## src/common/bridge_pkg.sv

```systemverilog
// Bridge subsystem definitions
`default_nettype none

package bridge_pkg;

    // Bus widths.
    localparam int addr_w = 32;     // Byte address.
    localparam int data_w = 32;
    localparam int strb_w = 4;      // One strobe per byte lane.

    // Memory geometry.
    localparam int mem_words = 256;
    localparam int mem_idx_w = 8;   // Word index, log2 of mem_words.

    // Avalon-MM response codes.
    typedef enum logic [1:0] {
        RESP_OKAY        = 2'b00,
        RESP_RESERVED    = 2'b01,
        RESP_SLVERROR    = 2'b10,
        RESP_DECODEERROR = 2'b11
    } avalon_resp_t;

    // AXI response codes.
    typedef enum logic [1:0] {
        AXI_OKAY   = 2'b00,
        AXI_EXOKAY = 2'b01,   // Never produced, no exclusive access.
        AXI_SLVERR = 2'b10,
        AXI_DECERR = 2'b11
    } axi_resp_t;

    // Arbiter FSM.
    typedef enum logic {
        ARB_IDLE = 1'b0,   // Waiting for a request.
        ARB_BUSY = 1'b1    // Owner holds the bus until its response.
    } arb_state_t;

endpackage

`default_nettype wire

```

## src/axi_to_avalon/axi_to_avalon_bridge.sv

```systemverilog
// AXI4-Lite to Avalon-MM bridge
`timescale 1ns/1ps
`default_nettype none

module axi_to_avalon_bridge import bridge_pkg::*; (
    input  wire                 aclk,
    input  wire                 areset_n,
    // AXI4-Lite subordinate side.
    input  wire                 awvalid,
    output logic                awready,
    input  wire  [addr_w-1:0]   awaddr,
    input  wire  [2:0]          awprot,       // Ignored.
    input  wire                 wvalid,
    output logic                wready,
    input  wire  [data_w-1:0]   wdata,
    input  wire  [strb_w-1:0]   wstrb,
    output logic                bvalid,
    input  wire                 bready,
    output axi_resp_t           bresp,
    input  wire                 arvalid,
    output logic                arready,
    input  wire  [addr_w-1:0]   araddr,
    input  wire  [2:0]          arprot,       // Ignored.
    output logic                rvalid,
    input  wire                 rready,
    output logic [data_w-1:0]   rdata,
    output axi_resp_t           rresp,
    // Avalon-MM host side.
    output logic                read,
    output logic                write,
    output logic [addr_w-1:0]   address,
    output logic [strb_w-1:0]   byteenable,
    output logic [data_w-1:0]   writedata,
    input  wire                 waitrequest,
    input  wire                 readdatavalid,
    input  wire                 writeresponsevalid,
    input  wire  [data_w-1:0]   readdata,
    input  wire avalon_resp_t   response
);
    logic      pending;       // One transaction in flight.
    logic      ready_q;       // Request channels open.
    logic      wr_req;
    logic      accept_wr;
    logic      accept_rd;
    logic      resp_taken;
    axi_resp_t resp_decoded;

    assign wr_req     = awvalid && wvalid;            // Address and data both present.
    assign accept_wr  = ready_q && wr_req;
    assign accept_rd  = arready && arvalid;
    assign awready    = accept_wr;                    // Raised together with wready.
    assign wready     = accept_wr;
    assign arready    = ready_q && !awvalid;          // A pending write wins.
    assign resp_taken = (bvalid && bready) || (rvalid && rready);

    // Avalon to AXI response code.
    always_comb begin
        case (response)
            RESP_OKAY:        resp_decoded = AXI_OKAY;
            RESP_DECODEERROR: resp_decoded = AXI_DECERR;
            default:          resp_decoded = AXI_SLVERR;
        endcase
    end

    // Blocks new requests until the response is handed over.
    always_ff @(posedge aclk or negedge areset_n) begin
        if (!areset_n) begin
            pending <= 1'b0;
            ready_q <= 1'b0;                          // Opens one cycle after reset.
        end else begin
            if (accept_wr || accept_rd)
                pending <= 1'b1;
            else if (resp_taken)
                pending <= 1'b0;
            ready_q <= !(accept_wr || accept_rd || (pending && !resp_taken));
        end
    end

    // Command strobes held while waitrequest is high.
    always_ff @(posedge aclk or negedge areset_n) begin
        if (!areset_n) begin
            write <= 1'b0;
            read  <= 1'b0;
        end else if (accept_wr || accept_rd) begin
            write <= accept_wr;
            read  <= accept_rd;
        end else if (!waitrequest) begin          // Agent took the command.
            write <= 1'b0;
            read  <= 1'b0;
        end
    end

    // Command payload.
    always_ff @(posedge aclk) begin
        if (accept_wr) begin
            address    <= awaddr;
            byteenable <= wstrb;
            writedata  <= wdata;
        end else if (accept_rd) begin
            address    <= araddr;
            byteenable <= '1;                         // Reads fetch the full word.
        end
    end

    // Write response held until bready.
    always_ff @(posedge aclk or negedge areset_n) begin
        if (!areset_n)
            bvalid <= 1'b0;
        else if (writeresponsevalid)
            bvalid <= 1'b1;
        else if (bready)
            bvalid <= 1'b0;
    end

    // Read response held until rready.
    always_ff @(posedge aclk or negedge areset_n) begin
        if (!areset_n)
            rvalid <= 1'b0;
        else if (readdatavalid)
            rvalid <= 1'b1;
        else if (rready)
            rvalid <= 1'b0;
    end

    always_ff @(posedge aclk) begin
        if (writeresponsevalid)
            bresp <= resp_decoded;
        if (readdatavalid) begin
            rdata <= readdata;
            rresp <= resp_decoded;
        end
    end

endmodule

`default_nettype wire

```

## config.mk

```make
export PLATFORM = sky130hd
export DESIGN_NAME = axi_to_avalon_bridge
export DESIGN_NICKNAME = d
export VERILOG_FILES = /design/src/common/bridge_pkg.sv /design/src/axi_to_avalon/axi_to_avalon_bridge.sv
export SDC_FILE = /design/constraint.sdc
export NUM_CORES = 1
export LEC_CHECK = 0
export BUFFER_PORTS_ARGS = -buffer_cell sky130_fd_sc_hd__buf_4
export CORE_ASPECT_RATIO = 0.6
export CORE_MARGIN = 2
export CORE_UTILIZATION = 35
export DETAILED_ROUTE_END_ITERATION = 7
export GPL_TIMING_DRIVEN = 0
export PLACE_DENSITY = 0.71
export SLEW_MARGIN = 0
export SYNTH_ARGS = -nofsm -noshare
export SYNTH_HDL_FRONTEND = slang
export SYNTH_SLANG_ARGS = --single-unit
export TNS_END_PERCENT = 20
```

## constraint.sdc

```tcl
create_clock -name aclk -period 6.3 [get_ports aclk]
set_input_delay 1.26 -clock aclk [delete_from_list [all_inputs] [get_ports aclk]]
set_output_delay 1.26 -clock aclk [all_outputs]
set_load 0.05 [all_outputs]
```

==> impl_metrics.toml <==
[status]
outcome = "finished with violations"
violations = "design-rule violations"

[grt]
grt_antenna_before_repair = 0
track_usage_pct = 15.5
grt_pass1_wl_um = 13900
grt_max_degree = 37
grt_overflow = 0
grt_pass1_vias = 2732

[setup_path]
max_stage_delay_ps = 910
crit_end = "wready"
crit_chain = "buf_4, nand3_2, buf_6, buf_6, inv_1, buf_4, buf_4"
r2r_start = "ready_q"
r2r.worst_path.cells = 4
required_ps = 5040
crit_top_cell = "buf_4"
crit_type = "in -> out"
r2r_slack_ps = 4170
timing.rr.end = "writedata[10]"
slowest_stage = "inv_1"
cp_max_fo = 34
cp.arrival_ps = 3130
cp-end-kind = "output pin"
cp-startpoint = "awvalid"
worstSetupStartpointType = "primary input"

[die]
start_util_pct = 36.3
die_area_um2 = 12000
core_um2 = 10700
die_h_um = 85.6
io_pins = 261
fp-row-count = 29
die_w_um = 140

[sta]
slew_headroom_pct = 15.6
fin_crit_sh_pct = 69.7
setup_slack_ps = 1910
max_freq_mhz = 228
min_period_ps = 4390
final_hold_viol_count = 0
maxSlewViolCount = 0
final.setup.tns_ps = 0
skew_ps = 6.27
worst_pin_slew_ps = 1260
rsz0062_at_grt = "no"
setup_violations = 0

[cts]
path_clk_slew_ps = 70
clockBufferDepth = 2
post_cts_resized = 0
htreeDepth = 3
cts_sinks = 110
numCtsBuffers = 9
cts_tree = "yes"
worstSkewPairLatency_ps = 340
cts_setup_buffers = 0
cts_hold_buf = 0
cts_root_buffer = "clkbuf_16"

[layout]
drive_gt1_share_pct = 71.1
nets = 586
final_common_cell = "buf_4"
final_core_util_pct = 58.6
antenna-diode-count = 0
syn_to_final_growth_pct = 61.2
final_cell_mix = "buf_4, edfxtp_1, mux2_2, mux2_4, clkbuf_16"

[placed_design]
place_congestion = 0.765
dpl.hpwl_um = 7380
post-place-ws_ps = 1870
port-buffer-count = 254

[pwr]
power.total_mw = 1.87
p_leak_nw = 2.72
power_density_nw_per_um2 = 298
ir_drop_mv = 0.145

[drt]
vias = 2580
first_pass_iters = 6
wl_per_cell_um = 16.3
via_per_inst = 4.46
drt_first_iter_violations = 97
drc_errors = 15
ant_nets = 0
wirelength_um = 9460

[synth]
ys_seq_area_share_pct = 84.2
synth_top_area_cell = "edfxtp_1"
yosysUniqueCellTypes = 21
syn-num-nets = 320
synth.avg_cell_area_um2 = 22.9
netlist_area_um2 = 3890
synthesis.instances = 170
synth_top_area_share_pct = 80.3
ys_seq_elements = 110
yosys_warnings = 0
synth_area_leaders = "edfxtp_1, mux2_4, mux2_2"

[min_path]
hold_path_class = "reg -> reg"

[job]
maxCapViolCount = 0
==> logic make-up after synthesis <==
group                  share of synthesized area, %
AOI/OAI and AO/OA                              1.77
DFF                                            84.2
muxes                                          10.9
and+or+nand+nor                                1.58
buffers and inverters                          1.58
==> final cells by class <==
type	instances	area [µm²]
multi-input combinational	51	561
fill	843	4440
buffer	5	46.3
clock buffer	9	225
timing repair buffer	255	1930
inverter	4	15.0
clock inverter	6	47.5
sequential	110	3270
tap	139	174
==> synth_stat cells (all sizes together) <==
master,n
nand2,1
a22o,1
nor2,1
nand3,1
inv,4
mux2,32
or2,5
edfxtp,104
o2bb2ai,1
buf,5
a32o,2
a22oi,1
nor2b,1
a2bb2oi,1
a21o,2
mux2i,1
and2,1
dfrtp,6
==> flip-flops by register name (all words and copies together) (netlist names) <==
| register | count |
|---|---|
| address | 32 |
| bresp | 2 |
| write | 1 |
| rvalid | 1 |
| writedata | 32 |
| read | 1 |
| rresp | 2 |
| byteenable | 4 |
| ready_q | 1 |
| rdata | 32 |
| pending | 1 |
| bvalid | 1 |
==> layer usage <==
metal	GRT usage (%)	routed length, µm	vias to the layer above
li1	-	-	1194
met1	16.9	3410	1216
met2	26.3	4720	151
met3	7.43	1070	19
met4	6.52	260	0
met5	0	0	-
==> critical path, delay by kind of cell <==
kind / cells / cell delay [ps]
simple gates: 1 / 80
buf+inv: 6 / 1770
==> report_power, final <==
| part | internal, mW | switching, mW | total [mW] | leakage [nW] |
|---|---|---|---|---|
| sequential | 0.876 | 0.0192 | 0.895 | 1.05 |
| combinational | 0.166 | 0.287 | 0.452 | 1.54 |
| clock | 0.269 | 0.249 | 0.518 | 0.127 |
==> how the worst min path moves through the flow <==
stage                  from      end  slack, ps  depth (start not counted)
finish              pending  ready_q        470                          1
global route        pending  ready_q        490                          1
CTS                 pending  ready_q        470                          1
detailed placement  pending  ready_q        440                          1
global placement    pending  ready_q        430                          1
floorplan           pending  ready_q        420                          1
==> through the flow <==
stage	hold WS [ps]	instances	instance area, µm²
final	470	579	6270
after global routing	489	579	6270
after CTS	470	579	6270
after detailed placement	438	564	6000
after global placement	429	563	5970
after floorplan	419	170	3890
(Power assumes the default switching activity.)
