==> config.mk <==
export PLATFORM = sky130hd
export DESIGN_NAME = avalon_arbiter
export DESIGN_NICKNAME = d
export VERILOG_FILES = /design/src/common/bridge_pkg.sv /design/src/logic/avalon_arbiter.sv
export SDC_FILE = /design/constraint.sdc
export NUM_CORES = 1
export LEC_CHECK = 0
export ABC_CLOCK_PERIOD_IN_PS = 1500
export BUFFER_PORTS_ARGS = -buffer_cell sky130_fd_sc_hd__buf_2
export CAP_MARGIN = 20
export CORE_AREA = 3 3 126 128
export CTS_CLUSTER_SIZE = 16
export DETAILED_ROUTE_END_ITERATION = 10
export DIE_AREA = 0 0 129 131
export MAX_ROUTING_LAYER = met4
export PLACE_DENSITY = 0.46
export SLEW_MARGIN = 20
export SYNTH_ARGS = -nofsm -noshare
export SYNTH_HDL_FRONTEND = slang
export SYNTH_SLANG_ARGS = --single-unit
export TNS_END_PERCENT = 50
==> constraint.sdc <==
create_clock -name aclk -period 1.5 [get_ports aclk]
set_clock_uncertainty 0.05 [all_clocks]
set_input_delay 0.075 -clock aclk [delete_from_list [all_inputs] [get_ports aclk]]
set_output_delay 0.075 -clock aclk [all_outputs]
set_load 0.005 [all_outputs]
==> src/common/bridge_pkg.sv <==
// Bridge subsystem definitions
`default_nettype none

package bridge_pkg;

    // Bus widths.
    localparam int addr_w = 32;     // Byte address.
    localparam int data_w = 32;
    localparam int strb_w = 4;      // One strobe per byte lane.

    // Memory geometry.
    localparam int mem_words = 256;
    localparam int mem_idx_w = 8;   // Word index, log2 of mem_words.

    // Avalon-MM response codes.
    typedef enum logic [1:0] {
        RESP_OKAY        = 2'b00,
        RESP_RESERVED    = 2'b01,
        RESP_SLVERROR    = 2'b10,
        RESP_DECODEERROR = 2'b11
    } avalon_resp_t;

    // AXI response codes.
    typedef enum logic [1:0] {
        AXI_OKAY   = 2'b00,
        AXI_EXOKAY = 2'b01,   // Never produced, no exclusive access.
        AXI_SLVERR = 2'b10,
        AXI_DECERR = 2'b11
    } axi_resp_t;

    // Arbiter FSM.
    typedef enum logic {
        ARB_IDLE = 1'b0,   // Waiting for a request.
        ARB_BUSY = 1'b1    // Owner holds the bus until its response.
    } arb_state_t;

endpackage

`default_nettype wire

==> src/logic/avalon_arbiter.sv <==
// Two-host Avalon-MM round-robin arbiter
`timescale 1ns/1ps
`default_nettype none

module avalon_arbiter import bridge_pkg::*; (
    input  wire                 aclk,
    input  wire                 areset_n,
    // Host 0.
    input  wire                 h0_read,
    input  wire                 h0_write,
    input  wire  [addr_w-1:0]   h0_address,
    input  wire  [strb_w-1:0]   h0_byteenable,
    input  wire  [data_w-1:0]   h0_writedata,
    output logic                h0_waitrequest,
    output logic                h0_readdatavalid,
    output logic                h0_writeresponsevalid,
    output logic [data_w-1:0]   h0_readdata,
    output avalon_resp_t        h0_response,
    // Host 1.
    input  wire                 h1_read,
    input  wire                 h1_write,
    input  wire  [addr_w-1:0]   h1_address,
    input  wire  [strb_w-1:0]   h1_byteenable,
    input  wire  [data_w-1:0]   h1_writedata,
    output logic                h1_waitrequest,
    output logic                h1_readdatavalid,
    output logic                h1_writeresponsevalid,
    output logic [data_w-1:0]   h1_readdata,
    output avalon_resp_t        h1_response,
    // Shared agent.
    output logic                m_read,
    output logic                m_write,
    output logic [addr_w-1:0]   m_address,
    output logic [strb_w-1:0]   m_byteenable,
    output logic [data_w-1:0]   m_writedata,
    input  wire                 m_waitrequest,
    input  wire                 m_readdatavalid,
    input  wire                 m_writeresponsevalid,
    input  wire  [data_w-1:0]   m_readdata,
    input  wire avalon_resp_t   m_response
);
    arb_state_t state;
    logic       last;           // Host served last, owner while busy.
    logic       busy;
    logic       h0_req;
    logic       h1_req;
    logic       grant;
    logic       resp_pulse;

    assign h0_req     = h0_read || h0_write;
    assign h1_req     = h1_read || h1_write;
    assign grant      = (h0_req && h1_req) ? !last : h1_req;  // Tie goes to the other host.
    assign busy       = (state == ARB_BUSY);
    assign resp_pulse = m_readdatavalid || m_writeresponsevalid;

    always_ff @(posedge aclk or negedge areset_n) begin
        if (!areset_n) begin
            state <= ARB_IDLE;
            last  <= 1'b0;
        end else begin
            case (state)
                ARB_IDLE: begin
                    if (h0_req || h1_req) begin
                        state <= ARB_BUSY;
                        last  <= grant;
                    end
                end
                ARB_BUSY: begin
                    if (resp_pulse)
                        state <= ARB_IDLE;            // Free on the response cycle.
                end
                default: state <= ARB_IDLE;
            endcase
        end
    end

    // Owner's command goes straight through.
    always_comb begin
        m_address    = last ? h1_address    : h0_address;
        m_byteenable = last ? h1_byteenable : h0_byteenable;
        m_writedata  = last ? h1_writedata  : h0_writedata;
        m_read       = busy && (last ? h1_read  : h0_read);
        m_write      = busy && (last ? h1_write : h0_write);
    end

    // Everyone but the owner waits.
    assign h0_waitrequest = !busy || last  || m_waitrequest;
    assign h1_waitrequest = !busy || !last || m_waitrequest;

    // Response pulses only to the owner. Payload is shared.
    assign h0_readdatavalid      = busy && !last && m_readdatavalid;
    assign h0_writeresponsevalid = busy && !last && m_writeresponsevalid;
    assign h1_readdatavalid      = busy && last && m_readdatavalid;
    assign h1_writeresponsevalid = busy && last && m_writeresponsevalid;
    assign h0_readdata           = m_readdata;
    assign h1_readdata           = m_readdata;
    assign h0_response           = m_response;
    assign h1_response           = m_response;

endmodule

`default_nettype wire

==> results list <==
- Reg-to-reg setup timing slack: 0.31 ns
- Growth of design area from synthesis to finish: 73.8%
- Worst Path Max Fanout: 6
- IO Pins: 323
- Root buffer selected by CTS: sky130_fd_sc_hd__clkbuf_16
- For this run, the slowest stage of the critical path takes 0.49 ns.
- In the routed layout, each cell is associated on average with a via count of 3.43.
- Summing over every cut layer, the via total after detailed routing is 1,762.
- TritonCTS built the clock tree.
- Among all stages on the critical path, the largest delay is contributed by sky130_fd_sc_hd__dfrtp_4.
- Cells after Synth: approximately 160
* Horiz. Die Dim: 129 um
- Cell-by-cell listing of the critical path: buf_12, clkbuf_16, mux2_4, buf_6
- Clock-pin slew of the registers on the worst-case setup and hold paths: 0.03 ns
- The share of the Yosys chip area taken by registers is 2.98%.
* Routability Congestion: 0.712
* Setup slack after layout: -0.0836 ns
- Final setup violating endpoints: 71
- Signal arrival time at the worst endpoint: 1.46 ns
- The synthesized design contains 0 enable-type register cells.
- VDD IR max: 0.000411 V
* Overall die height: ~130 um
* Deepest level of the CTS H-tree: 1
* Buffer levels on the longest clock path: 2
- The count of buffers added on input and output ports is 220.
* Number of cell rows: 45
- Once detail routing completed, the nets flagged for antenna violations numbered 0.
* Int Pwr: 0.00241 W
- After synthesis the cells add up to roughly 0.0017 mm2.
- In this run switching power makes up approximately 33% of total power.
- Across every metal layer, demand over resource in global routing totals approximately 5.8%.
- Sequential cell fraction of total power: 3.0%
- Entering global routing, the biggest net connects 44 pins.
- TritonCTS created 3 clock buffers.
- Class of the worst hold path: in -> reg
* Async set-or-reset flop fraction in the synthesized netlist: between 90% and 100%
* Result of the run: finished, violations left
* Total number of yosys warnings: 0
- Area of the die: approximately 0.017 mm2
- After synthesis, the mean cell area works out to 10.2 um2.
- After detailed routing, the average wire length per cell comes to approximately 13 um.
* # fillers: between 1.5k and 2k
- Final cell area excluding filler cells: between 0.002 and 0.003 mm2
- Total congestion overflow: 0
- The final critical path takes up 106% of the cycle.
- The max-slew violation count came to 0.
- Most repeated cell in the gate-level netlist after synthesis: sky130_fd_sc_hd__buf_4
- The core region is around 0.015 mm2.
- Slew margin rel.: 71.8%
- The net count of the finished layout is 505.
* Number of antenna violations at the first check in global routing: 0
* Max-cap violations: 0
* Area after DPL: 0.00247 mm2
- For the worst setup path, the data required time is roughly 1.4 ns.
* Reported leakage power: 1.60 nW
- Count of unique library cells instantiated by Yosys: 20
- By area the synthesized netlist is led by sky130_fd_sc_hd__mux2_4 (36%), sky130_fd_sc_hd__buf_4 (30%), sky130_fd_sc_hd__mux2_2 (15%), sky130_fd_sc_hd__buf_6 (4.0%), sky130_fd_sc_hd__mux2_1 (3.4%).
- The hold violation total from the final report was 0.
* Clk Latency, worst-skew pair: 0.22 ns
* Clock power frac: a little under an eighth
- The detailed router finished its first iteration with 22 violations.
- Synth Flop Type: sky130_fd_sc_hd__dfrtp_1
* Register bit count reported by yosys: 2
* Antenna diode instance count: 0
- CTS saw 2 sinks.
- The worst setup path is captured at an output pin.
* Worst setup path category: reg -> out
- Vias in the first global route: 1,514
- Prior to clock tree synthesis, the placed netlist has a worst setup slack of 0.138 ns.
- Fraction of layout cells with a size suffix above 1: 94.8%
* Transition time of the tightest slew-check pin: 0.419 ns
- Part of the power in combinational logic: a little under nine tenths
* Half-perimeter wire length after detailed placement: 5.20 mm
* Net switching power figure: 0.00117 W
- The worst setup path is launched from a register.
- Of the post-synthesis cell area, the dominant cell type holds 35.8%.
- Unrepaired setup endpoints after global routing: true
- The final reports fail on setup timing.
- Summed over all layers, the routed wires come to 6.63 mm.
- The first global-routing pass estimated 7.49 mm of wire.
- Library cell with the largest summed area after synthesis: sky130_fd_sc_hd__mux2_4
- After layout, the minimum clock period comes to 1.58 ns.
- Hold Slack: 0.0807 ns
- The number of nets in the synthesized netlist is 343.
* First-pass iteration count of the detailed router: 4
- The initial utilization of the core area, before any placement, comes to 11.2%.
- In the routed design, unresolved DRC markers number 0.
* Synth cell count leaders: sky130_fd_sc_hd__buf_4 (68), sky130_fd_sc_hd__mux2_4 (40), sky130_fd_sc_hd__mux2_2 (23)
- Power density over the cells: 1230 mW/mm2
* Maximum clock frequency: around 630 MHz
==> worst max-delay path, delay by kind of cell (launching register included) <==
family   cells  cell delay (ns)
buf+inv      3             0.44
mux          1             0.30
flops        1             0.49
==> layout by cell type (no fill, tap or decap) <==
cell,n
sky130_fd_sc_hd__a22o_1,1
sky130_fd_sc_hd__and2_1,2
sky130_fd_sc_hd__and3_1,2
sky130_fd_sc_hd__buf_12,3
sky130_fd_sc_hd__buf_16,1
sky130_fd_sc_hd__buf_2,197
sky130_fd_sc_hd__buf_4,2
sky130_fd_sc_hd__buf_6,26
sky130_fd_sc_hd__buf_8,1
sky130_fd_sc_hd__clkbuf_1,1
sky130_fd_sc_hd__clkbuf_16,6
sky130_fd_sc_hd__dfrtp_1,1
sky130_fd_sc_hd__dfrtp_4,1
sky130_fd_sc_hd__dlygate4sd3_1,1
sky130_fd_sc_hd__mux2_2,23
sky130_fd_sc_hd__mux2_4,45
sky130_fd_sc_hd__mux2i_1,1
sky130_fd_sc_hd__mux2i_2,1
sky130_fd_sc_hd__nand2b_1,1
sky130_fd_sc_hd__nand3b_1,1
sky130_fd_sc_hd__nor2_1,1
sky130_fd_sc_hd__nor2b_1,2
sky130_fd_sc_hd__nor2b_4,1
sky130_fd_sc_hd__o21ai_0,1
sky130_fd_sc_hd__o21bai_1,1
sky130_fd_sc_hd__o41a_1,1
sky130_fd_sc_hd__or2_2,1
==> routing by layer <==
metal  vias up  global-route usage [%]  wire [um]
met5         -                       -          0
met4         0                    1.30         74
met3         9                    2.48        819
met2       162                    10.1       3530
met1       774                    6.08       2210
li1        817                       -          -
==> final timing paths <==
path                                   end      from  cells past startpoint
max                        m_writedata[15]      last                      4
min                                   busy  h0_write                      2
max reg2reg                           last      last                      3
min reg2reg                           busy      busy                      1
max in group asynchronous             last  areset_n                      2
min in group asynchronous             last  areset_n                      2
==> flip-flops by register name (all words and copies together) (netlist names) <==
signal  flops
last        1
busy        1
==> timing repair <==
action                     4_1_cts  5_1_grt
cloned                           0        6
hold endpoints to repair         2        0
pin swaps                        0        0
gates resized for setup          0       40
hold buffers                     1        0
buffers inserted                 0        3
setup endpoints to repair       66       73
==> power groups by stage <==
| stage | registers, W | logic [W] | clock network, W |
|---|---|---|---|
| floorplan | 0.0000812 | 0.00166 | 0 |
| global placement | 0.000103 | 0.00223 | 0 |
| detailed placement | 0.000105 | 0.00227 | 0 |
| CTS | 0.000105 | 0.00228 | 0.000419 |
| global route | 0.000110 | 0.00327 | 0.000429 |
| finish | 0.000106 | 0.00306 | 0.000413 |
==> metrics by stage <==
step | setup TNS [ns] | utilization (%) | power, W | instances
floorplan | 0 | - | 0.00174 | 164
global placement | 0 | 16.5 | 0.00233 | 499
detailed placement | 0 | 16.5 | 0.00237 | 499
CTS | -2.61 | 17.1 | 0.00280 | 504
global route | -5.86 | 19.5 | 0.00380 | 513
finish | -3.56 | 19.5 | 0.00358 | 513
==> cell type report <==
type | instances | area [um2] | share of cell area (%)
sequential | 2 | 53.8 | 1.85
timing repair buffer | 234 | 1480 | 50.8
multi-input combinational | 85 | 1070 | 36.6
clock buffer | 4 | 78.8 | 2.70
tap | 188 | 235 | 8.07
==> cells by family after synthesis <==
family          synth area share, %
buf+inv                        35.3
mux                            55.8
simple gates                   4.03
compound gates                 1.94
flops                          2.98
Power figures use the tool's default switching activity.
